$ cat src/common/ebox_cfg.svh
`ifndef EBOX_CFG_SVH
`define EBOX_CFG_SVH

// Data path word, PDP-10 bit order 0..35
`define EBOX_WORD 36

// Diagnostic select from console ds or magic bits 2..8
`define EBOX_DIAG_W 7

// Readback lane on the bus data
`define EBOX_RB_LSB 24
`define EBOX_RB_W 5

// Diagnostic function codes
`define EBOX_DIAG_LD076 7'o076

`endif

$ cat src/common/ebox_pkg.sv
`default_nettype none
`include "ebox_cfg.svh"

package eboxPkg;

  typedef enum logic [2:0] {
    dispNone,
    dispAread,
    dispReturn,
    dispNicond,
    dispMul,
    dispDiv,
    dispNorm,
    dispEaMod
  } dispCode_t;

  typedef enum logic [3:0] {
    specNone,
    specInhCry18,
    specMqShift,
    specClrFpd,
    specLoadPc,
    specGenCry18,
    specStackUpdate,
    specArlInd,
    specFlagCtl,
    specSaveFlags,
    specAdLong,
    specMtrCtl
  } specCode_t;

  // Microword fields of the control slice.
  // arSel: bit 0 holds AR left (right half only), bits 1..2 are the select code.
  // arxSel: bit 0 clears ARX, bits 1..2 are the select code.
  typedef struct packed {
    dispCode_t  disp;
    specCode_t  spec;
    logic [0:2] cond;
    logic       condEn;
    logic [0:8] magic;
    logic [0:2] arSel;
    logic [0:2] arxSel;
    logic       mqEn;
  } cramWord_t;

  // Select codes: 0 hold, 1 adIn, 2 memIn or ebusIn (MQ shifts), 3 zero
  typedef struct packed {
    logic [1:0] arlSel;
    logic [1:0] arrSel;
    logic [1:0] arxSel;
    logic [1:0] mqSel;
    logic       arlLoad;
    logic       arrLoad;
    logic       arxLoad;
    logic       arlClr;
    logic       arrClr;
    logic       arxClr;
    logic       mqClr;
    logic       adLong;
    logic       genCry18;
    logic       dispRet;
    logic       loadPc;
    logic       specSaveFlags;
    logic       specClrFpd;
    logic       specMqShift;
    logic       diagArLoad;
  } ctlSig_t;

  typedef struct packed {
    logic [0:`EBOX_DIAG_W-1] diag;
    logic                    readStrobe;
    logic                    consoleControl;
    logic                    diagArLoad;
    logic                    ld076;
    logic                    ebusXferEn;
  } diagSig_t;

  // Loaded from bus data bits 24..28 by function 076
  typedef struct packed {
    logic memReset;
    logic chanClkStop;
    logic ldEbusReg;
    logic forceExtend;
    logic diag4;
  } diagReg_t;

endpackage

`default_nettype wire

$ cat src/ctl/ctlDecode.sv
`timescale 1ns/1ps
`default_nettype none
`include "ebox_cfg.svh"

module ctlDecode (
  input  eboxPkg::cramWord_t cram,
  input  eboxPkg::diagSig_t  diag,
  input  logic               respMbox,
  input  logic               loadAr,
  input  logic               loadArx,
  input  logic               shortStack,
  output eboxPkg::ctlSig_t   ctl
);

  logic       condLoadL;
  logic       condLoadR;
  logic       condArClr;
  logic       condArxClr;
  logic       condInd;
  logic       condRegCtl;
  logic       indMode;
  logic [0:2] arField;
  logic [1:0] arCode;
  logic [1:0] arxCode;
  logic       forceAr;
  logic       memArx;
  logic       mathShift;
  logic       arlLoadReq;
  logic       arrLoadReq;
  logic       arxLoadReq;

  // Condition field, only with condEn
  always_comb begin
    condLoadL  = cram.condEn && (cram.cond == 3'd1 || cram.cond == 3'd3);
    condLoadR  = cram.condEn && (cram.cond == 3'd2 || cram.cond == 3'd3);
    condArClr  = cram.condEn && (cram.cond == 3'd4);
    condArxClr = cram.condEn && (cram.cond == 3'd5);
    condInd    = cram.condEn && (cram.cond == 3'd6);
    condRegCtl = cram.condEn && (cram.cond == 3'd7);
  end

  // Indirect mode hands the AR select over to magic 6..8
  assign indMode = condInd || (cram.spec == eboxPkg::specArlInd);
  assign arField = indMode ? cram.magic[6:8] : cram.arSel;
  assign arCode  = arField[1:2];
  assign arxCode = cram.arxSel[1:2];

  // Memory response or diagnostic load takes over the AR select
  assign forceAr = (respMbox && loadAr) || diag.diagArLoad;
  assign memArx  = respMbox && loadArx;

  assign mathShift = (cram.spec == eboxPkg::specMqShift) ||
                     (cram.disp == eboxPkg::dispMul) ||
                     (cram.disp == eboxPkg::dispDiv);

  assign arlLoadReq = forceAr || condLoadL || (arCode != 2'd0 && !arField[0]);
  assign arrLoadReq = forceAr || condLoadR || (arCode != 2'd0);
  assign arxLoadReq = memArx || (arxCode != 2'd0);

  always_comb begin
    ctl = '0;

    ctl.arlClr = condArClr;
    ctl.arrClr = condArClr;
    ctl.arxClr = (indMode ? cram.magic[3] : condArxClr) || cram.arxSel[0];
    ctl.mqClr  = indMode && cram.magic[2];

    // A plain condition load with a hold code takes the adder
    if (forceAr) begin
      ctl.arlSel = 2'd2;
      ctl.arrSel = 2'd2;
    end else begin
      ctl.arlSel = (arCode == 2'd0) ? 2'd1 : arCode;
      ctl.arrSel = (arCode == 2'd0) ? 2'd1 : arCode;
    end
    ctl.arxSel = memArx ? 2'd2 : arxCode;

    if (condRegCtl) begin
      ctl.mqSel = cram.magic[7:8];
    end else if (mathShift) begin
      ctl.mqSel = 2'd2;
    end else begin
      ctl.mqSel = {1'b0, cram.mqEn};
    end

    // Clear wins over load
    ctl.arlLoad = arlLoadReq && !ctl.arlClr;
    ctl.arrLoad = arrLoadReq && !ctl.arrClr;
    ctl.arxLoad = arxLoadReq && !ctl.arxClr;

    ctl.adLong = (cram.disp == eboxPkg::dispMul) ||
                 (cram.disp == eboxPkg::dispDiv) ||
                 (cram.disp == eboxPkg::dispNorm) ||
                 (cram.spec == eboxPkg::specAdLong) ||
                 (cram.spec == eboxPkg::specMqShift);

    // Stack update carries only on a short stack
    ctl.genCry18 = (cram.spec == eboxPkg::specGenCry18) ||
                   ((cram.spec == eboxPkg::specStackUpdate) && shortStack);

    ctl.dispRet       = cram.disp == eboxPkg::dispReturn;
    ctl.loadPc        = (cram.spec == eboxPkg::specLoadPc) ||
                        (cram.disp == eboxPkg::dispNicond);
    ctl.specSaveFlags = cram.spec == eboxPkg::specSaveFlags;
    ctl.specClrFpd    = cram.spec == eboxPkg::specClrFpd;
    ctl.specMqShift   = cram.spec == eboxPkg::specMqShift;
    ctl.diagArLoad    = diag.diagArLoad;
  end

endmodule

`default_nettype wire

$ cat src/ctl/ctlDiag.sv
`timescale 1ns/1ps
`default_nettype none
`include "ebox_cfg.svh"

module ctlDiag (
  input  logic                    CTL,
  input  logic                    reset,
  input  eboxPkg::cramWord_t      cram,
  input  eboxPkg::ctlSig_t        ctl,
  input  logic [0:`EBOX_DIAG_W-1] ds,
  input  logic                    diagStrobe,
  input  logic [0:`EBOX_WORD-1]   ebusIn,
  output eboxPkg::diagSig_t       diag,
  output logic [0:`EBOX_WORD-1]   ebusOut,
  output logic                    ebusDriving,
  output logic                    loadPc
);

  eboxPkg::diagReg_t diagReg;

  logic                    consoleControl;
  logic [0:`EBOX_DIAG_W-1] diagSel;
  logic                    readStrobe;
  logic                    en1xx;
  logic                    read10x;
  logic                    ld076;
  logic                    arLoad;
  logic [0:`EBOX_RB_W-1]   rbGroup;

  // Console owns the function when ds 0 or 1 is set
  assign consoleControl = ds[0] | ds[1];
  assign diagSel        = consoleControl ? ds : cram.magic[2:8];
  assign readStrobe     = consoleControl ? diagStrobe : (diagStrobe & cram.condEn);

  assign en1xx   = diagSel[0] & readStrobe;
  assign read10x = en1xx && (diagSel[1:3] == 3'b000);
  assign ld076   = diagStrobe && (ds == `EBOX_DIAG_LD076);
  assign arLoad  = en1xx && (&ds[1:3]) && (&diagSel[4:6]);

  always_comb begin
    diag.diag           = diagSel;
    diag.readStrobe     = readStrobe;
    diag.consoleControl = consoleControl;
    diag.diagArLoad     = arLoad;
    diag.ld076          = ld076;
    diag.ebusXferEn     = read10x;
  end

  // Readback groups selected by diag 4..6
  always_comb begin
    case (diagSel[4:6])
      3'd0: rbGroup = {ctl.specMqShift, ctl.specSaveFlags, ctl.arlSel[1],
                       ctl.arrLoad, ctl.arlLoad};
      3'd1: rbGroup = {ctl.specClrFpd, cram.spec == eboxPkg::specMtrCtl, ctl.arlSel[0],
                       ctl.arrLoad, ctl.arlLoad};
      3'd2: rbGroup = {ctl.genCry18, ctl.diagArLoad, ctl.arrSel[1],
                       ctl.mqSel[1], ctl.arxLoad};
      3'd3: rbGroup = {cram.spec == eboxPkg::specStackUpdate, ctl.dispRet, ctl.arrSel[0],
                       ctl.mqSel[0], ctl.arxClr};
      3'd4: rbGroup = {cram.spec == eboxPkg::specFlagCtl, ctl.loadPc, ctl.arxSel[1],
                       ctl.mqClr, ctl.arlClr};
      3'd5: rbGroup = {diagReg.chanClkStop, diagReg.forceExtend, ctl.arxSel[0],
                       ctl.mqClr, ctl.arlClr};
      3'd6: rbGroup = {ctl.adLong, diagReg.diag4, ctl.arxSel[1],
                       cram.mqEn, ctl.arrClr};
      default: rbGroup = {cram.spec == eboxPkg::specInhCry18, diagReg.memReset,
                          ctl.arxSel[0], diagReg.ldEbusReg,
                          cram.disp == eboxPkg::dispAread};
    endcase
  end

  always_ff @(posedge CTL) begin
    if (reset) begin
      diagReg     <= '0;
      ebusOut     <= '0;
      ebusDriving <= 1'b0;
      loadPc      <= 1'b0;
    end else begin
      if (ld076) begin
        diagReg <= ebusIn[`EBOX_RB_LSB +: `EBOX_RB_W];
      end

      ebusDriving <= read10x;
      ebusOut     <= '0;
      if (read10x) begin
        ebusOut[`EBOX_RB_LSB +: `EBOX_RB_W] <= rbGroup;
      end

      // Single-cycle pulse, a held request does not stretch it
      loadPc <= ctl.loadPc & ~loadPc;
    end
  end

endmodule

`default_nettype wire

$ cat src/hdl/arDatapath.sv
`timescale 1ns/1ps
`default_nettype none
`include "ebox_cfg.svh"

module arDatapath (
  input  logic                  CTL,
  input  logic                  reset,
  input  eboxPkg::ctlSig_t      ctl,
  input  logic [0:`EBOX_WORD-1] adIn,
  input  logic [0:`EBOX_WORD-1] memIn,
  input  logic [0:`EBOX_WORD-1] ebusIn,
  output logic [0:`EBOX_WORD-1] ar,
  output logic [0:`EBOX_WORD-1] arx,
  output logic [0:`EBOX_WORD-1] mq
);

  localparam int Half = `EBOX_WORD / 2;

  logic [0:`EBOX_WORD-1] arMemSrc;
  logic [0:`EBOX_WORD-1] arlNext;
  logic [0:`EBOX_WORD-1] arrNext;
  logic [0:`EBOX_WORD-1] arxNext;

  // Common select decode: hold, adder, memory, zero
  function automatic logic [0:`EBOX_WORD-1] pickWord(
    input logic [1:0]            sel,
    input logic [0:`EBOX_WORD-1] hold,
    input logic [0:`EBOX_WORD-1] ad,
    input logic [0:`EBOX_WORD-1] mem
  );
    logic [0:`EBOX_WORD-1] res;
    case (sel)
      2'd0: res = hold;
      2'd1: res = ad;
      2'd2: res = mem;
      default: res = '0;
    endcase
    return res;
  endfunction

  // Diagnostic AR load reads the bus instead of memory
  assign arMemSrc = ctl.diagArLoad ? ebusIn : memIn;

  assign arlNext = pickWord(ctl.arlSel, ar, adIn, arMemSrc);
  assign arrNext = pickWord(ctl.arrSel, ar, adIn, arMemSrc);
  assign arxNext = pickWord(ctl.arxSel, arx, adIn, memIn);

  // AR halves load on their own
  always_ff @(posedge CTL) begin
    if (reset || ctl.arlClr) begin
      ar[0 +: Half] <= '0;
    end else if (ctl.arlLoad) begin
      ar[0 +: Half] <= arlNext[0 +: Half];
    end
  end

  always_ff @(posedge CTL) begin
    if (reset || ctl.arrClr) begin
      ar[Half +: Half] <= '0;
    end else if (ctl.arrLoad) begin
      ar[Half +: Half] <= arrNext[Half +: Half];
    end
  end

  always_ff @(posedge CTL) begin
    if (reset || ctl.arxClr) begin
      arx <= '0;
    end else if (ctl.arxLoad) begin
      arx <= arxNext;
    end
  end

  // MQ code 2 shifts left, adder bit 0 enters at bit 35
  always_ff @(posedge CTL) begin
    if (reset || ctl.mqClr) begin
      mq <= '0;
    end else begin
      case (ctl.mqSel)
        2'd0: mq <= mq;
        2'd1: mq <= adIn;
        2'd2: mq <= {mq[1:`EBOX_WORD-1], adIn[0]};
        default: mq <= '0;
      endcase
    end
  end

endmodule

`default_nettype wire

$ cat src/hdl/eboxCtl.sv
`timescale 1ns/1ps
`default_nettype none
`include "ebox_cfg.svh"

module eboxCtl (
  input  logic                    CTL,
  input  logic                    reset,
  input  eboxPkg::cramWord_t      cram,
  input  logic [0:`EBOX_WORD-1]   adIn,
  input  logic [0:`EBOX_WORD-1]   memIn,
  input  logic                    loadAr,
  input  logic                    loadArx,
  input  logic                    respMbox,
  input  logic                    shortStack,
  input  logic [0:`EBOX_DIAG_W-1] ds,
  input  logic                    diagStrobe,
  input  logic [0:`EBOX_WORD-1]   ebusIn,
  output logic [0:`EBOX_WORD-1]   ar,
  output logic [0:`EBOX_WORD-1]   arx,
  output logic [0:`EBOX_WORD-1]   mq,
  output logic [0:`EBOX_WORD-1]   ebusOut,
  output logic                    ebusDriving,
  output logic                    adLong,
  output logic                    genCry18,
  output logic                    loadPc
);

  eboxPkg::ctlSig_t  ctl;
  eboxPkg::diagSig_t diag;

  ctlDecode ctlDecode_inst (
    .cram       (cram),
    .diag       (diag),
    .respMbox   (respMbox),
    .loadAr     (loadAr),
    .loadArx    (loadArx),
    .shortStack (shortStack),
    .ctl        (ctl)
  );

  ctlDiag ctlDiag_inst (
    .CTL         (CTL),
    .reset       (reset),
    .cram        (cram),
    .ctl         (ctl),
    .ds          (ds),
    .diagStrobe  (diagStrobe),
    .ebusIn      (ebusIn),
    .diag        (diag),
    .ebusOut     (ebusOut),
    .ebusDriving (ebusDriving),
    .loadPc      (loadPc)
  );

  arDatapath arDatapath_inst (
    .CTL    (CTL),
    .reset  (reset),
    .ctl    (ctl),
    .adIn   (adIn),
    .memIn  (memIn),
    .ebusIn (ebusIn),
    .ar     (ar),
    .arx    (arx),
    .mq     (mq)
  );

  assign adLong   = ctl.adLong;
  assign genCry18 = ctl.genCry18;

endmodule

`default_nettype wire

$ cat config.mk
export PLATFORM = sky130hd
export DESIGN_NAME = eboxCtl
export DESIGN_NICKNAME = d
export VERILOG_FILES = /design/src/common/ebox_pkg.sv /design/src/ctl/ctlDecode.sv /design/src/ctl/ctlDiag.sv /design/src/hdl/arDatapath.sv /design/src/hdl/eboxCtl.sv
export VERILOG_INCLUDE_DIRS = /design/src /design/src/common
export SDC_FILE = /design/constraint.sdc
export NUM_CORES = 1
export LEC_CHECK = 0
export BUFFER_PORTS_ARGS = -buffer_cell sky130_fd_sc_hd__buf_2
export CAP_MARGIN = 5
export CORE_UTILIZATION = 43
export DETAILED_ROUTE_END_ITERATION = 12
export PLACE_DENSITY = 0.77
export SKIP_LAST_GASP = 1
export SYNTH_ARGS = -nofsm -noshare
export SYNTH_HDL_FRONTEND = slang
export SYNTH_SLANG_ARGS = --single-unit
$ cat constraint.sdc
create_clock -name CTL -period 2.6 [get_ports CTL]
set_clock_uncertainty 0.15 [all_clocks]
set_input_delay 0.13 -clock CTL [delete_from_list [all_inputs] [get_ports CTL]]
set_output_delay 0.13 -clock CTL [all_outputs]
set_load 0.01 [all_outputs]
After elaboration in Yosys (flattened, before gate mapping):

Index checks and enable logic that the tools add are counted.

* input bits: 149
* register bits after elaboration: 151
* logic and storage cells: 133

* multiplexer cells: 15
* eq/ne operators: 39
* reductions and logical operators: 57
* bitwise operators: 9

Operators with widths (count)
* one-hot mux 36 bit (3 select lines): 3
* one-hot mux 18 bit (3 select lines): 1
* two-way mux 36 bit: 1
* one-hot mux 5 bit (7 select lines): 1
* equality test 3 bit, second input constant: 10
* logical OR 1 bit: 21
* equality test 3 x 2 -> 1 bit, second input constant: 6
* logical AND 1 bit: 18
* equality test 4 x 3 -> 1 bit, second input constant: 4
* equality test 4 bit, second input constant: 4
* zero test 2 bit: 5
* equality test 3 x 1 -> 1 bit, second input constant: 3
* equality test 2 x 1 -> 1 bit, second input constant: 4
* equality test 2 bit, second input constant: 4
* equality test 4 x 2 -> 1 bit, second input constant: 2
* two-way mux 2 bit: 4
* equality test 7 x 6 -> 1 bit, second input constant: 1
* two-way mux 7 bit: 1
* zero test 3 bit: 2
* AND reduction 2 bit: 3
* AND reduction 3 bit: 2
* NOT 1 bit: 5
* equality test 4 x 1 -> 1 bit, second input constant: 1
* two-way mux 4 bit: 1
* other kinds (7): 13

Longest topological paths before layout:

Gate-level depths: netlist (run 1).

* depth in word-level cells: 10
* mapped depth: 12

Cells and area by module:

From an unflattened synthesis (run 1), not the netlist that was laid out.

* cell total of the unflattened synthesis: 771
* area, all modules: 6995.5 um^2

By module, submodules not included
* arDatapath: cells an instance 555, area each 5290.1 um^2, times used 1, seq. area each 2162.1 um^2
* ctlDiag: cells an instance 159, area each 1332.5 um^2, times used 1, seq. area each 240.2 um^2
* ctlDecode: cells an instance 57, area each 372.9 um^2, times used 1, seq. area each 0.0 um^2

Worst setup path before layout (run 1):

Ideal clock, no wire load.

* path type: input-to-reg
* start point: input port ds[2] (netlist bit)
* end point: register arDatapath_inst.ar[28] (netlist bit)
* buffers on the path: 4
* required time: 2391 ps
* stages on the path: 12
* path slack: 123 ps
* arrival: 2268 ps
* cells stage by stage: and4_1 -> nand4_1 -> buf_2 -> buf_2 -> and4_1 -> inv_1 -> ha_1 -> nor3_1 -> o31a_1 -> buf_2 -> buf_2 -> a22o_1

* word-level cells in the longest chain between the ends: 8
* elaborated cells between the ends (all ways): 15
* classes of those cells: eq/ne (2); mux (3); bitwise (1); reduce/logical (9)

Ends and longest elaborated chain
* from (decl): RTL line eboxCtl.sv:15 `` input logic [0:`EBOX_DIAG_W-1] ds, ``
* AND reduction 3 bit *: RTL line ctlDiag.sv:38 `assign arLoad = en1xx && (&ds[1:3]) && (&diagSel[4:6]);`
* logical AND 1 bit * (2 in series): RTL line ctlDiag.sv:38
* branches (longest 5 deep; another with one-hot mux 18 bit (3 select lines))
* to (signal, indexed assignment): RTL line arDatapath.sv:61 `ar[Half +: Half] <= arrNext[Half +: Half];`
* to (decl): RTL line arDatapath.sv:12 `` output logic [0:`EBOX_WORD-1] ar, ``

Every way passes the cells marked *.
A chain may end at the register's enable or synchronous reset.

Worst setup path after layout (run 1):

* start point: input port cram[20] (netlist bit)
* end point: register arDatapath_inst.mq[4] (netlist bit)

* word-level cells in the longest chain between the ends: 7
* elaborated cells between the ends (all ways): 13
* classes of those cells: eq/ne (4); mux (3); reduce/logical (6)

Ends and longest elaborated chain
* from (decl): RTL line eboxCtl.sv:8 `input eboxPkg::cramWord_t cram,`
* equality test 4 x 2 -> 1 bit: RTL line ctlDecode.sv:52 `assign mathShift = (cram.spec == eboxPkg::specMqShift) ||`
* logical OR 1 bit: RTL line ctlDecode.sv:52
* logical OR 1 bit: RTL line ctlDecode.sv:53 `(cram.disp == eboxPkg::dispMul) ||`
* two-way mux 2 bit: RTL line ctlDecode.sv:80 `end else if (mathShift) begin`
* two-way mux 2 bit: RTL line ctlDecode.sv:78 `if (condRegCtl) begin`
* equality test 2 bit, or another cell as far along: RTL line arDatapath.sv:78 `case (ctl.mqSel)`
* one-hot mux 36 bit (3 select lines): RTL line arDatapath.sv:78
* to (signal assigned): RTL line arDatapath.sv:79 `2'd0: mq <= mq;`
* to (signal assigned): RTL line arDatapath.sv:80 `2'd1: mq <= adIn;`
* to (signal assigned): RTL line arDatapath.sv:81 `` 2'd2: mq <= {mq[1:`EBOX_WORD-1], adIn[0]}; ``
* to (decl): RTL line arDatapath.sv:14 `` output logic [0:`EBOX_WORD-1] mq ``

Several ways; a longest one is shown, not always the timed one.

==> results of run 1 <==
cells in the final DEF, fill, tap and decap left out, types with 31 or more instances in the layout:
master and n:
sky130_fd_sc_hd__a22oi_1 92, sky130_fd_sc_hd__dfxtp_1 120, sky130_fd_sc_hd__buf_2 263, sky130_fd_sc_hd__a22o_1 73
sky130_fd_sc_hd__a21oi_1 42, sky130_fd_sc_hd__conb_1 31, sky130_fd_sc_hd__dlygate4sd3_1 68, sky130_fd_sc_hd__or3_1 37
sky130_fd_sc_hd__nor2_1 54, sky130_fd_sc_hd__nand2_1 51, sky130_fd_sc_hd__mux2_2 39
state kept, by name, summed over array words and instances (netlist names):
name / count
arDatapath_inst.mq: 36
arDatapath_inst.arx: 36
arDatapath_inst.ar: 36
ctlDiag_inst.diagReg: 5
ctlDiag_inst.ebusDriving: 1
ctlDiag_inst.ebusOut: 5
ctlDiag_inst.loadPc: 1
path summary, 6_finish.rpt:
check,start,depth (start not counted),endpoint
setup / recovery,cram[20],10,arDatapath_inst.mq[4]
hold / removal,ebusIn[34],4,arDatapath_inst.ar[34]
setup reg to reg,ctlDiag_inst.diagReg[2],3,ctlDiag_inst.diagReg[2]
hold reg to reg,arDatapath_inst.arx[16],2,arDatapath_inst.arx[16]
worst max-delay path: stages:
cell and delay, ns:
sky130_fd_sc_hd__buf_2 0.11, sky130_fd_sc_hd__nor4b_1 0.37, sky130_fd_sc_hd__buf_4 0.19, sky130_fd_sc_hd__a21oi_1 0.06, sky130_fd_sc_hd__a21oi_1 0.21, sky130_fd_sc_hd__inv_1 0.09
sky130_fd_sc_hd__ha_2 0.31, sky130_fd_sc_hd__nor2b_4 0.76, sky130_fd_sc_hd__a22oi_1 0.17, sky130_fd_sc_hd__nor2_1 0.15
power breakdown:
group / switching, mW / leakage [nW] / internal (mW)
Combinational: 0.636 / 2.94 / 0.470
Sequential: 0.0317 / 0.970 / 1.89
Clock: 0.910 / 0.299 / 1.63
routing by layer:
layer  GRT usage  up-vias  part of all wire
met1      0.3679     3528              0.39
met2      0.5255      451              0.48
met4      0.1471        0             0.034
met3     0.07043       66             0.088
met5           0        -                 0
li1            -     3386                 -
repair_timing:
item | in CTS | in global routing
resized for setup | 0 | 0
setup endpoints to repair | 0 | 1
hold endpoints to repair | 75 | 0
buffers inserted | 0 | 0
hold buffers | 68 | 0
logic make-up (layout without fill, tap and decap cells):
group,after synthesis,in the layout,synth area share
buffers and inverters,109,401,0.08699
AOI/OAI and AO/OA,265,265,0.3004
and+or+nand+nor,193,193,0.1516
adders and majority gates,10,10,0.01867
muxes,51,51,0.08344
other,1,31,0.0005595
DFF,120,120,0.3584
cell type report:
cell class,instances,area (um^2),area share
inverters,12,45.04,0.004760
repair buffers,357,2280,0.2409
flip-flops and latches,120,2402,0.2539
well taps,188,235.2,0.02486
multi-input cells,550,3866,0.4086
clock inverters,14,195.2,0.02063
clock buffers,18,439.2,0.04641
==> impl_metrics.xml, run 1 <==
<?xml version="1.0" encoding="UTF-8"?>
<metrics>
  <group name="global_route">
    <metric name="grt-ovfl-total" unit="">0</metric>
    <metric name="number_of_global_route_vias_before_repair" unit="">7184</metric>
    <metric name="global_route_wire_length_before_repair" unit="um">38510</metric>
    <metric name="grt_start_max_net_pins" unit="">73</metric>
    <metric name="grt.total_usage" unit="">0.3088</metric>
    <metric name="number_of_antenna_violations_at_the_first_check_in_global_routing" unit="">0</metric>
  </group>
  <group name="placement">
    <metric name="pre_cts_slack" unit="ns">-0.1407</metric>
    <metric name="port-buffer-count" unit="">263</metric>
    <metric name="post-place-cells" unit="">1159</metric>
    <metric name="place_area" unit="um^2">8148</metric>
    <metric name="dpl.hpwl" unit="um">16510</metric>
    <metric name="gp_congestion" unit="">0.9901</metric>
  </group>
  <group name="cts">
    <metric name="worst_skew_pair.late_latency" unit="ns">0.41</metric>
    <metric name="path_clk_slew" unit="ns">0.06</metric>
    <metric name="cts_htree_levels" unit="">4</metric>
    <metric name="cts_made_buffers" unit="">17</metric>
    <metric name="clock_sink_count" unit="">120</metric>
    <metric name="cts_tree" unit="">done</metric>
    <metric name="clk_root_buffer_cell" unit="">sky130_fd_sc_hd__clkbuf_16</metric>
    <metric name="cts.path.max_buffers" unit="">2</metric>
  </group>
  <group name="critical_path">
    <metric name="critPathCaptureType" unit="">flop</metric>
    <metric name="critPathLaunchType" unit="">primary input</metric>
    <metric name="timing_worst_setup_path_type" unit="">primary input to flop</metric>
    <metric name="cp.arrival" unit="ns">2.56</metric>
    <metric name="regToRegSetupSlack" unit="ns">1.24</metric>
    <metric name="cp_max_fo" unit="">36</metric>
    <metric name="wp_data_required" unit="ns">2.79</metric>
  </group>
  <group name="detailed_routing">
    <metric name="route.detailed.vias_per_inst" unit="">5.902</metric>
    <metric name="drt_pass1_iterations" unit="">5</metric>
    <metric name="drcViolationCount" unit="">0</metric>
    <metric name="route.detailed.wl_per_inst" unit="um">20.06</metric>
    <metric name="aggregate_routed_wire_length" unit="um">25250</metric>
    <metric name="antenna_left" unit="">0</metric>
    <metric name="vias" unit="">7431</metric>
    <metric name="drc_marker_count_from_the_first_detailed_route_iteration" unit="">541</metric>
  </group>
  <group name="logic_synthesis">
    <metric name="synth_largest_area_cell" unit="">sky130_fd_sc_hd__dfxtp_1</metric>
    <metric name="syn-instance-count" unit="">749</metric>
    <metric name="netlist.area_leader.share" unit="">0.3584</metric>
    <metric name="synth_area_leaders" unit="">sky130_fd_sc_hd__dfxtp_1 (36%), sky130_fd_sc_hd__a22oi_1 (10%), sky130_fd_sc_hd__a22o_1 (9.5%)</metric>
    <metric name="postSynth.asyncResetShare" unit="">0</metric>
    <metric name="synth_sequential_area_ratio" unit="">0.3584</metric>
    <metric name="yosys_register_bits" unit="">120</metric>
    <metric name="synth_common_cells" unit="">sky130_fd_sc_hd__dfxtp_1 (120), sky130_fd_sc_hd__a22oi_1 (92), sky130_fd_sc_hd__a22o_1 (73), sky130_fd_sc_hd__nor2_1 (54), sky130_fd_sc_hd__nand2_1 (51)</metric>
    <metric name="synth_area" unit="um^2">6703</metric>
    <metric name="synth_most_common_cell" unit="">sky130_fd_sc_hd__dfxtp_1</metric>
    <metric name="synth_area_per_cell" unit="um^2">8.949</metric>
    <metric name="synth_edf_count" unit="">0</metric>
    <metric name="ys_warn_count" unit="">0</metric>
    <metric name="dominantRegCellSynth" unit="">sky130_fd_sc_hd__dfxtp_1</metric>
    <metric name="synth_cell_types" unit="">58</metric>
  </group>
  <group name="floorplanning">
    <metric name="placementRows" unit="">45</metric>
    <metric name="fp.coreArea" unit="um^2">15200</metric>
    <metric name="fp.dieArea" unit="um^2">16090</metric>
    <metric name="start_util" unit="">0.4409</metric>
    <metric name="die_w" unit="um">126.9</metric>
    <metric name="die-height" unit="um">126.9</metric>
    <metric name="top_level_ports" unit="">297</metric>
  </group>
  <group name="sta">
    <metric name="maxSlewViolCount" unit="">0</metric>
    <metric name="tightestPinTransition" unit="ns">1.213</metric>
    <metric name="max_freq" unit="MHz">421.5</metric>
    <metric name="whs" unit="ns">0.02680</metric>
    <metric name="final_min_period_over_clock_period" unit="">0.9124</metric>
    <metric name="max_slew_headroom" unit="">0.1884</metric>
    <metric name="final.setup.tns" unit="ns">0</metric>
    <metric name="grt_setup_unrepaired" unit="">true</metric>
    <metric name="final.min_clock_period" unit="ns">2.372</metric>
    <metric name="finalSetupViolCount" unit="">0</metric>
    <metric name="finalWorstSetupSlack" unit="ns">0.2277</metric>
    <metric name="hold_viol_final" unit="">0</metric>
  </group>
  <group name="power_and_ir_drop">
    <metric name="power" unit="mW">5.574</metric>
    <metric name="static-leakage-power" unit="nW">4.212</metric>
    <metric name="power-per-cell-area" unit="nW/um^2">589.0</metric>
    <metric name="irDropWorstVdd" unit="uV">503.2</metric>
  </group>
  <group name="run">
    <metric name="max_cap_viol_count" unit="">0</metric>
  </group>
  <group name="layout">
    <metric name="final_cell_count_no_fill" unit="">1259</metric>
    <metric name="n_antenna_cell" unit="">0</metric>
    <metric name="nets" unit="">1217</metric>
    <metric name="postLayoutCellArea" unit="um^2">9463</metric>
    <metric name="area_growth_syn_to_layout" unit="%">41.18</metric>
    <metric name="fill_cells" unit="">1279</metric>
    <metric name="layout.core_utilization" unit="">0.6225</metric>
    <metric name="fraction_of_layout_cells_with_a_size_suffix_above_1" unit="">0.3539</metric>
  </group>
  <group name="status">
    <metric name="run_status" unit="">complete, no violations</metric>
  </group>
  <group name="worst_hold_path">
    <metric name="worstHoldPathType" unit="">primary input to flop</metric>
  </group>
</metrics>
Power figures use the tool's default switching activity.
==> run 2, diff against run 1 <==
Settings changed: ABC_AREA set to 0, CORE_ASPECT_RATIO set to 1.1.
==> run 2 against run 1 <==
Effect of this change:
- clock-buffer cell count unchanged
- sequential share of layout area decreased by 0.18 points
- clock power is 3% lower
- design area up 0.70%
- non-clock buffer count rose by 13
- first-iteration DRC count rose by 2.4%
- highest routed layer unchanged
- cell count increased by 1.7%
- core utilization rose by 0.80 points
- register-to-register slack worse by 0.05 ns
==> impl_metrics.xml, run 2 (synthesis results as in run 1) <==
<?xml version="1.0" encoding="UTF-8"?>
<metrics>
  <group name="status">
    <metric name="run_status" unit="">complete, no violations</metric>
  </group>
  <group name="placement">
    <metric name="port-buffer-count" unit="">263</metric>
    <metric name="pre_cts_slack" unit="ns">-0.06029</metric>
    <metric name="post-place-cells" unit="">1167</metric>
    <metric name="gp_congestion" unit="">0.8352</metric>
    <metric name="dpl.hpwl" unit="um">16140</metric>
  </group>
  <group name="detailed_routing">
    <metric name="vias" unit="">7444</metric>
    <metric name="drcViolationCount" unit="">0</metric>
    <metric name="aggregate_routed_wire_length" unit="um">25120</metric>
    <metric name="wl_met1" unit="um">9700</metric>
    <metric name="route.detailed.vias_per_inst" unit="">5.816</metric>
    <metric name="antenna_left" unit="">0</metric>
    <metric name="routed.top_layer" unit="">met4</metric>
    <metric name="met2RoutedLength" unit="um">12510</metric>
    <metric name="drt_pass1_iterations" unit="">5</metric>
    <metric name="met3_routed_wirelength" unit="um">1976</metric>
    <metric name="drc_marker_count_from_the_first_detailed_route_iteration" unit="">554</metric>
    <metric name="route.detailed.wl_per_inst" unit="um">19.62</metric>
  </group>
  <group name="layout">
    <metric name="area_growth_syn_to_layout" unit="%">42.17</metric>
    <metric name="most-common-layout-cells" unit="">sky130_fd_sc_hd__buf_2 (263), sky130_fd_sc_hd__dfxtp_1 (120), sky130_fd_sc_hd__a22oi_1 (92), sky130_fd_sc_hd__dlygate4sd3_1 (81), sky130_fd_sc_hd__a22o_1 (73)</metric>
    <metric name="layout.core_utilization" unit="">0.6305</metric>
    <metric name="fill_cells" unit="">1227</metric>
    <metric name="layout.cells.most_common" unit="">sky130_fd_sc_hd__buf_2</metric>
    <metric name="fraction_of_layout_cells_with_a_size_suffix_above_1" unit="">0.3469</metric>
    <metric name="n_antenna_cell" unit="">0</metric>
    <metric name="reg.largest.list" unit="">arDatapath_inst.ar: 36 flops, arDatapath_inst.arx: 36 flops, arDatapath_inst.mq: 36 flops</metric>
    <metric name="final_cell_count_no_fill" unit="">1280</metric>
    <metric name="nets" unit="">1230</metric>
  </group>
  <group name="worst_hold_path">
    <metric name="worstHoldPathType" unit="">primary input to flop</metric>
    <metric name="hold_path_startpoint" unit="">memIn[23]</metric>
    <metric name="hold_depth" unit="">4</metric>
    <metric name="whs_endpoint" unit="">arDatapath_inst.arx[23]</metric>
  </group>
  <group name="power_and_ir_drop">
    <metric name="static-leakage-power" unit="nW">4.268</metric>
    <metric name="power" unit="mW">5.464</metric>
    <metric name="power-per-cell-area" unit="nW/um^2">573.4</metric>
    <metric name="irDropWorstVdd" unit="uV">415.6</metric>
  </group>
  <group name="sta">
    <metric name="hold_viol_final" unit="">0</metric>
    <metric name="final_min_period_over_clock_period" unit="">0.9104</metric>
    <metric name="max_slew_headroom" unit="">0.2809</metric>
    <metric name="tightestPinTransition" unit="ns">1.079</metric>
    <metric name="finalSetupViolCount" unit="">0</metric>
    <metric name="max_freq" unit="MHz">422.5</metric>
    <metric name="maxSlewViolCount" unit="">0</metric>
    <metric name="grt_setup_unrepaired" unit="">false</metric>
    <metric name="final.min_clock_period" unit="ns">2.367</metric>
    <metric name="finalWorstSetupSlack" unit="ns">0.2329</metric>
  </group>
  <group name="run">
    <metric name="max_cap_viol_count" unit="">0</metric>
  </group>
  <group name="cts">
    <metric name="worst_skew_pair.late_latency" unit="ns">0.42</metric>
    <metric name="cts_htree_levels" unit="">4</metric>
    <metric name="clk_root_buffer_cell" unit="">sky130_fd_sc_hd__clkbuf_16</metric>
    <metric name="clock_sink_count" unit="">120</metric>
    <metric name="cts_made_buffers" unit="">17</metric>
    <metric name="path_clk_slew" unit="ns">0.06</metric>
    <metric name="post_cts.repair.setup_buffers" unit="">0</metric>
    <metric name="cts_tree" unit="">done</metric>
    <metric name="cts.path.max_buffers" unit="">2</metric>
  </group>
  <group name="critical_path">
    <metric name="timing_worst_setup_path_type" unit="">primary input to flop</metric>
    <metric name="cp_max_fo" unit="">36</metric>
    <metric name="worstReg2RegStart" unit="">ctlDiag_inst.diagReg[4]</metric>
    <metric name="r2r_end" unit="">ctlDiag_inst.diagReg[4]</metric>
    <metric name="critPathLaunchType" unit="">primary input</metric>
    <metric name="regToRegSetupSlack" unit="ns">1.19</metric>
    <metric name="cp.arrival" unit="ns">2.56</metric>
    <metric name="critPathCaptureType" unit="">flop</metric>
    <metric name="reg2reg_depth" unit="">3</metric>
    <metric name="wp_data_required" unit="ns">2.79</metric>
  </group>
  <group name="global_route">
    <metric name="number_of_global_route_vias_before_repair" unit="">7395</metric>
    <metric name="number_of_antenna_violations_at_the_first_check_in_global_routing" unit="">0</metric>
    <metric name="grt_start_max_net_pins" unit="">50</metric>
    <metric name="global_route_wire_length_before_repair" unit="um">38990</metric>
    <metric name="grt.total_usage" unit="">0.3122</metric>
    <metric name="grt-ovfl-total" unit="">0</metric>
  </group>
  <group name="floorplanning">
    <metric name="placementRows" unit="">47</metric>
    <metric name="die_w" unit="um">121.0</metric>
    <metric name="fp.dieArea" unit="um^2">16090</metric>
    <metric name="die-height" unit="um">132.9</metric>
    <metric name="top_level_ports" unit="">297</metric>
    <metric name="start_util" unit="">0.4435</metric>
    <metric name="fp.coreArea" unit="um^2">15110</metric>
  </group>
</metrics>
==> run 2: changes by cell type in the layout (fill, tap and decap cells not counted), moves of 2 or more <==
cell and delta:
sky130_fd_sc_hd__ha_1 +2, sky130_fd_sc_hd__ha_2 -2, sky130_fd_sc_hd__buf_4 +3, sky130_fd_sc_hd__dlygate4sd3_1 +13, sky130_fd_sc_hd__buf_12 -3
==> run 2: worst max-delay path by stage <==
stage                        start                      to  slack, ns  depth (start not counted)
final                     cram[20]   arDatapath_inst.mq[6]       0.23                          9
after global routing      cram[20]   arDatapath_inst.mq[6]       0.09                          9
after CTS                 cram[20]   arDatapath_inst.mq[6]       0.29                          9
after detailed placement  cram[20]  arDatapath_inst.mq[12]      -0.06                          9
after global placement    cram[20]  arDatapath_inst.mq[24]      -0.05                          9
after floorplan              ds[2]  arDatapath_inst.ar[28]       0.12                         12
==> run 2: through the flow <==
stage	cell area, um^2	hold slack (ns)	TNS [ns]
floorplan	6815	0.1239	0
CTS	9529	0.00002781	0
finish	9529	0.01734	0
global route	9529	0.01271	0
detailed placement	8115	0.2510	-0.9216
global placement	8115	0.2362	-1.168
==> run 2: cell type report <==
cell class,instances,area [um^2],area share
Clock buffer,18,429.2,0.04504
Clock inverter,14,173.9,0.01825
Inverter,12,45.04,0.004727
Multi-Input combinational cell,550,3861,0.4052
Sequential cell,120,2402,0.2521
Tap cell,196,245.2,0.02574
Timing Repair Buffer,370,2372,0.2490
==> run 2: metal layers <==
layer | global-route usage | vias up
li1 | - | 3413
met4 | 0.1742 | 0
met3 | 0.06164 | 73
met5 | 0 | -
met1 | 0.3599 | 3496
met2 | 0.5359 | 462
==> run 2: repair_timing <==
item	CTS	global route
resized for setup	0	0
hold endpoints to repair	79	0
hold buffers	81	0
==> run 2: power by group <==
group	switching [mW]	leakage, nW	total [mW]	internal [mW]
Combinational	0.626	3.02	1.08	0.459
Clock	0.943	0.283	2.46	1.51
Sequential	0.0325	0.970	1.92	1.89
==> run 2: critical path, stage by stage <==
cell,delay (ns)
sky130_fd_sc_hd__buf_2,0.11
sky130_fd_sc_hd__nor4b_1,0.45
sky130_fd_sc_hd__a21oi_1,0.11
sky130_fd_sc_hd__a21oi_1,0.21
sky130_fd_sc_hd__inv_1,0.09
sky130_fd_sc_hd__ha_2,0.31
sky130_fd_sc_hd__nor2b_4,0.73
sky130_fd_sc_hd__a22oi_1,0.22
sky130_fd_sc_hd__nor2_1,0.17
==> run 3, diff against run 2 <==
Settings changed: CORE_UTILIZATION 43 to 35, PLACE_DENSITY 0.77 to not set.
==> run 3 against run 2 <==
Effect of this change:
- clock power is 9.3% lower
- sequential power hardly changed
- non-clock buffer count shrank 11
- worst hold slack worse by 0.0016 ns
- highest routed layer unchanged
- die area grew 22%
- combinational power hardly changed
- largest power group unchanged
==> impl_metrics.xml, run 3 (synthesis results as in run 1) <==
<?xml version="1.0" encoding="UTF-8"?>
<metrics>
  <group name="power_and_ir_drop">
    <metric name="static-leakage-power" unit="nW">4.190</metric>
    <metric name="p_sw" unit="mW">1.610</metric>
    <metric name="cellInternalPower" unit="mW">3.632</metric>
    <metric name="power.clock.fraction" unit="">0.426</metric>
    <metric name="seq_power_share" unit="">0.366</metric>
    <metric name="power_switching_share" unit="">0.3071</metric>
    <metric name="power-per-cell-area" unit="nW/um^2">552.5</metric>
    <metric name="irDropWorstVdd" unit="uV">530.9</metric>
    <metric name="share_comb_of_total_power" unit="">0.207</metric>
    <metric name="power" unit="mW">5.241</metric>
  </group>
  <group name="cts">
    <metric name="cts.path.max_buffers" unit="">2</metric>
    <metric name="clock_sink_count" unit="">120</metric>
    <metric name="post_cts.repair.setup_buffers" unit="">0</metric>
    <metric name="path_clk_slew" unit="ns">0.06</metric>
    <metric name="cts_tree" unit="">done</metric>
    <metric name="cts_made_buffers" unit="">17</metric>
    <metric name="worst_skew_pair.late_latency" unit="ns">0.41</metric>
    <metric name="clk_root_buffer_cell" unit="">sky130_fd_sc_hd__clkbuf_16</metric>
    <metric name="cts_htree_levels" unit="">4</metric>
  </group>
  <group name="global_route">
    <metric name="busiest_layer" unit="">met2</metric>
    <metric name="grt_start_max_net_pins" unit="">43</metric>
    <metric name="global_route_wire_length_before_repair" unit="um">37390</metric>
    <metric name="number_of_antenna_violations_at_the_first_check_in_global_routing" unit="">0</metric>
    <metric name="grt-ovfl-total" unit="">0</metric>
    <metric name="number_of_global_route_vias_before_repair" unit="">6808</metric>
    <metric name="grt_use_met2" unit="">0.4187</metric>
    <metric name="global_route.usage.met3" unit="">0.04831</metric>
    <metric name="grt.total_usage" unit="">0.2450</metric>
    <metric name="grtUsageMet1" unit="">0.3038</metric>
  </group>
  <group name="layout">
    <metric name="most-common-layout-cells" unit="">sky130_fd_sc_hd__buf_2 (263), sky130_fd_sc_hd__dfxtp_1 (120), sky130_fd_sc_hd__a22oi_1 (92), sky130_fd_sc_hd__dlygate4sd3_1 (76), sky130_fd_sc_hd__a22o_1 (73)</metric>
    <metric name="layout.cells.most_common" unit="">sky130_fd_sc_hd__buf_2</metric>
    <metric name="fill_cells" unit="">1786</metric>
    <metric name="n_antenna_cell" unit="">0</metric>
    <metric name="area_growth_syn_to_layout" unit="%">41.53</metric>
    <metric name="reg.largest.list" unit="">arDatapath_inst.ar: 36 flops, arDatapath_inst.arx: 36 flops, arDatapath_inst.mq: 36 flops</metric>
    <metric name="fraction_of_layout_cells_with_a_size_suffix_above_1" unit="">0.3476</metric>
    <metric name="nets" unit="">1219</metric>
    <metric name="layout.core_utilization" unit="">0.5098</metric>
  </group>
  <group name="critical_path">
    <metric name="cp.arrival" unit="ns">2.58</metric>
    <metric name="worst_path_largest_cell_delay" unit="ns">0.55</metric>
    <metric name="critPathCaptureType" unit="">flop</metric>
    <metric name="cp_slowest_cell" unit="">sky130_fd_sc_hd__dlygate4sd3_1</metric>
    <metric name="cp_max_fo" unit="">19</metric>
    <metric name="crit_top_cell" unit="">sky130_fd_sc_hd__a22o_1</metric>
    <metric name="cp_top_family" unit="">buffers and inverters</metric>
    <metric name="timing_worst_setup_path_type" unit="">primary input to flop</metric>
    <metric name="critical_path.cell_chain" unit="">buf_2, and4b_1, o21ai_0, and4_1, inv_1, ha_2, buf_4, a22o_1, dlygate4sd3_1, a22o_1</metric>
    <metric name="critPathLaunchType" unit="">primary input</metric>
    <metric name="wp_data_required" unit="ns">2.76</metric>
    <metric name="critical_path_buf_inv_count" unit="">4</metric>
  </group>
  <group name="floorplanning">
    <metric name="die-height" unit="um">147.1</metric>
    <metric name="fp.dieArea" unit="um^2">19710</metric>
    <metric name="fp.coreArea" unit="um^2">18610</metric>
    <metric name="placementRows" unit="">52</metric>
    <metric name="top_level_ports" unit="">297</metric>
    <metric name="start_util" unit="">0.3602</metric>
    <metric name="die_w" unit="um">133.9</metric>
  </group>
  <group name="sta">
    <metric name="max_freq" unit="MHz">413.2</metric>
    <metric name="tightestPinTransition" unit="ns">0.9440</metric>
    <metric name="final.setup.tns" unit="ns">0</metric>
    <metric name="max_slew_headroom" unit="">0.3707</metric>
    <metric name="maxSlewViolCount" unit="">0</metric>
    <metric name="finalSetupViolCount" unit="">0</metric>
    <metric name="final_min_period_over_clock_period" unit="">0.9308</metric>
    <metric name="finalWorstSetupSlack" unit="ns">0.1800</metric>
    <metric name="grt_setup_unrepaired" unit="">false</metric>
    <metric name="hold_viol_final" unit="">0</metric>
    <metric name="final.min_clock_period" unit="ns">2.420</metric>
    <metric name="whs" unit="ns">0.01570</metric>
  </group>
  <group name="detailed_routing">
    <metric name="drt_pass1_iterations" unit="">5</metric>
    <metric name="route.detailed.vias_per_inst" unit="">5.396</metric>
    <metric name="drc_marker_count_from_the_first_detailed_route_iteration" unit="">474</metric>
    <metric name="drcViolationCount" unit="">0</metric>
    <metric name="route.detailed.wl_per_inst" unit="um">18.57</metric>
    <metric name="vias" unit="">7101</metric>
    <metric name="aggregate_routed_wire_length" unit="um">24440</metric>
    <metric name="antenna_left" unit="">0</metric>
  </group>
  <group name="run">
    <metric name="max_cap_viol_count" unit="">0</metric>
  </group>
  <group name="placement">
    <metric name="port-buffer-count" unit="">263</metric>
    <metric name="pre_cts_slack" unit="ns">0.03956</metric>
    <metric name="gp_congestion" unit="">0.8638</metric>
    <metric name="dpl.hpwl" unit="um">16550</metric>
  </group>
  <group name="status">
    <metric name="run_status" unit="">complete, no violations</metric>
  </group>
  <group name="worst_hold_path">
    <metric name="worstHoldPathType" unit="">primary input to flop</metric>
  </group>
</metrics>
run 3: cell count changes in the layout (fill, tap and decap cells not counted), sizes merged:
cell         previous run  this run
buf                   289       283
inv                    14        20
clkinv                  5         0
dlygate4sd3            81        76
bufinv                  3         0
clkbuf                 18        19
clkinvlp                4         5
run 3: area by class of cell:
class | count | area, um^2 | share of cell area
repair buffers | 359 | 2302 | 0.2427
clock inverters | 13 | 110.1 | 0.01161
well taps | 243 | 304.0 | 0.03205
clock buffers | 19 | 442.9 | 0.04669
multi-input cells | 550 | 3880 | 0.4090
flip-flops and latches | 120 | 2402 | 0.2532
inverters | 12 | 45.04 | 0.004748
run 3: power groups by stage:
stage / clock (mW) / sequential, mW / combinational, mW
after detailed placement: 0 / 1.96 / 0.984
after CTS: 2.28 / 1.92 / 1.08
after global routing: 2.37 / 1.93 / 1.18
after floorplan: 0 / 1.98 / 0.569
final: 2.23 / 1.92 / 1.09
after global placement: 0 / 1.96 / 0.981
run 3: metrics by stage:
step | instances | cell area, um^2
2_1_floorplan | 779 | 6815
3_3_place_gp | 1208 | 8163
3_5_place_dp | 1208 | 8163
4_1_cts | 1316 | 9477
5_1_grt | 1316 | 9487
6_report | 1316 | 9487
run 3: repair_timing:
item	CTS	global route
gates resized for setup	0	1
endpoints found under the hold margin	76	0
hold buffers	76	0
endpoints found under the setup margin	0	4
run 3: final timing paths:
path	cells after the start	to	slack (ns)	startpoint
max reg2reg	3	ctlDiag_inst.diagReg[1]	1.27	ctlDiag_inst.diagReg[1]
min reg2reg	2	arDatapath_inst.arx[34]	0.30	arDatapath_inst.arx[34]
min	4	arDatapath_inst.ar[23]	0.02	ebusIn[23]
max	10	arDatapath_inst.ar[22]	0.18	cram[21]
run 3: metal layers:
metal / vias up / wire length [um] / part of all wire
li1: 3397 / - / -
met2: 293 / 11900 / 0.49
met3: 35 / 1503 / 0.061
met5: - / 0 / 0
met1: 3376 / 10510 / 0.43
met4: 0 / 525 / 0.021
run 3: worst register-to-register path, cell delays in order, from the launching register on:
cell and delay [ns]:
sky130_fd_sc_hd__dfxtp_1 0.31, sky130_fd_sc_hd__mux2i_1 0.12, sky130_fd_sc_hd__nor2_1 0.06, sky130_fd_sc_hd__dlygate4sd3_1 0.57
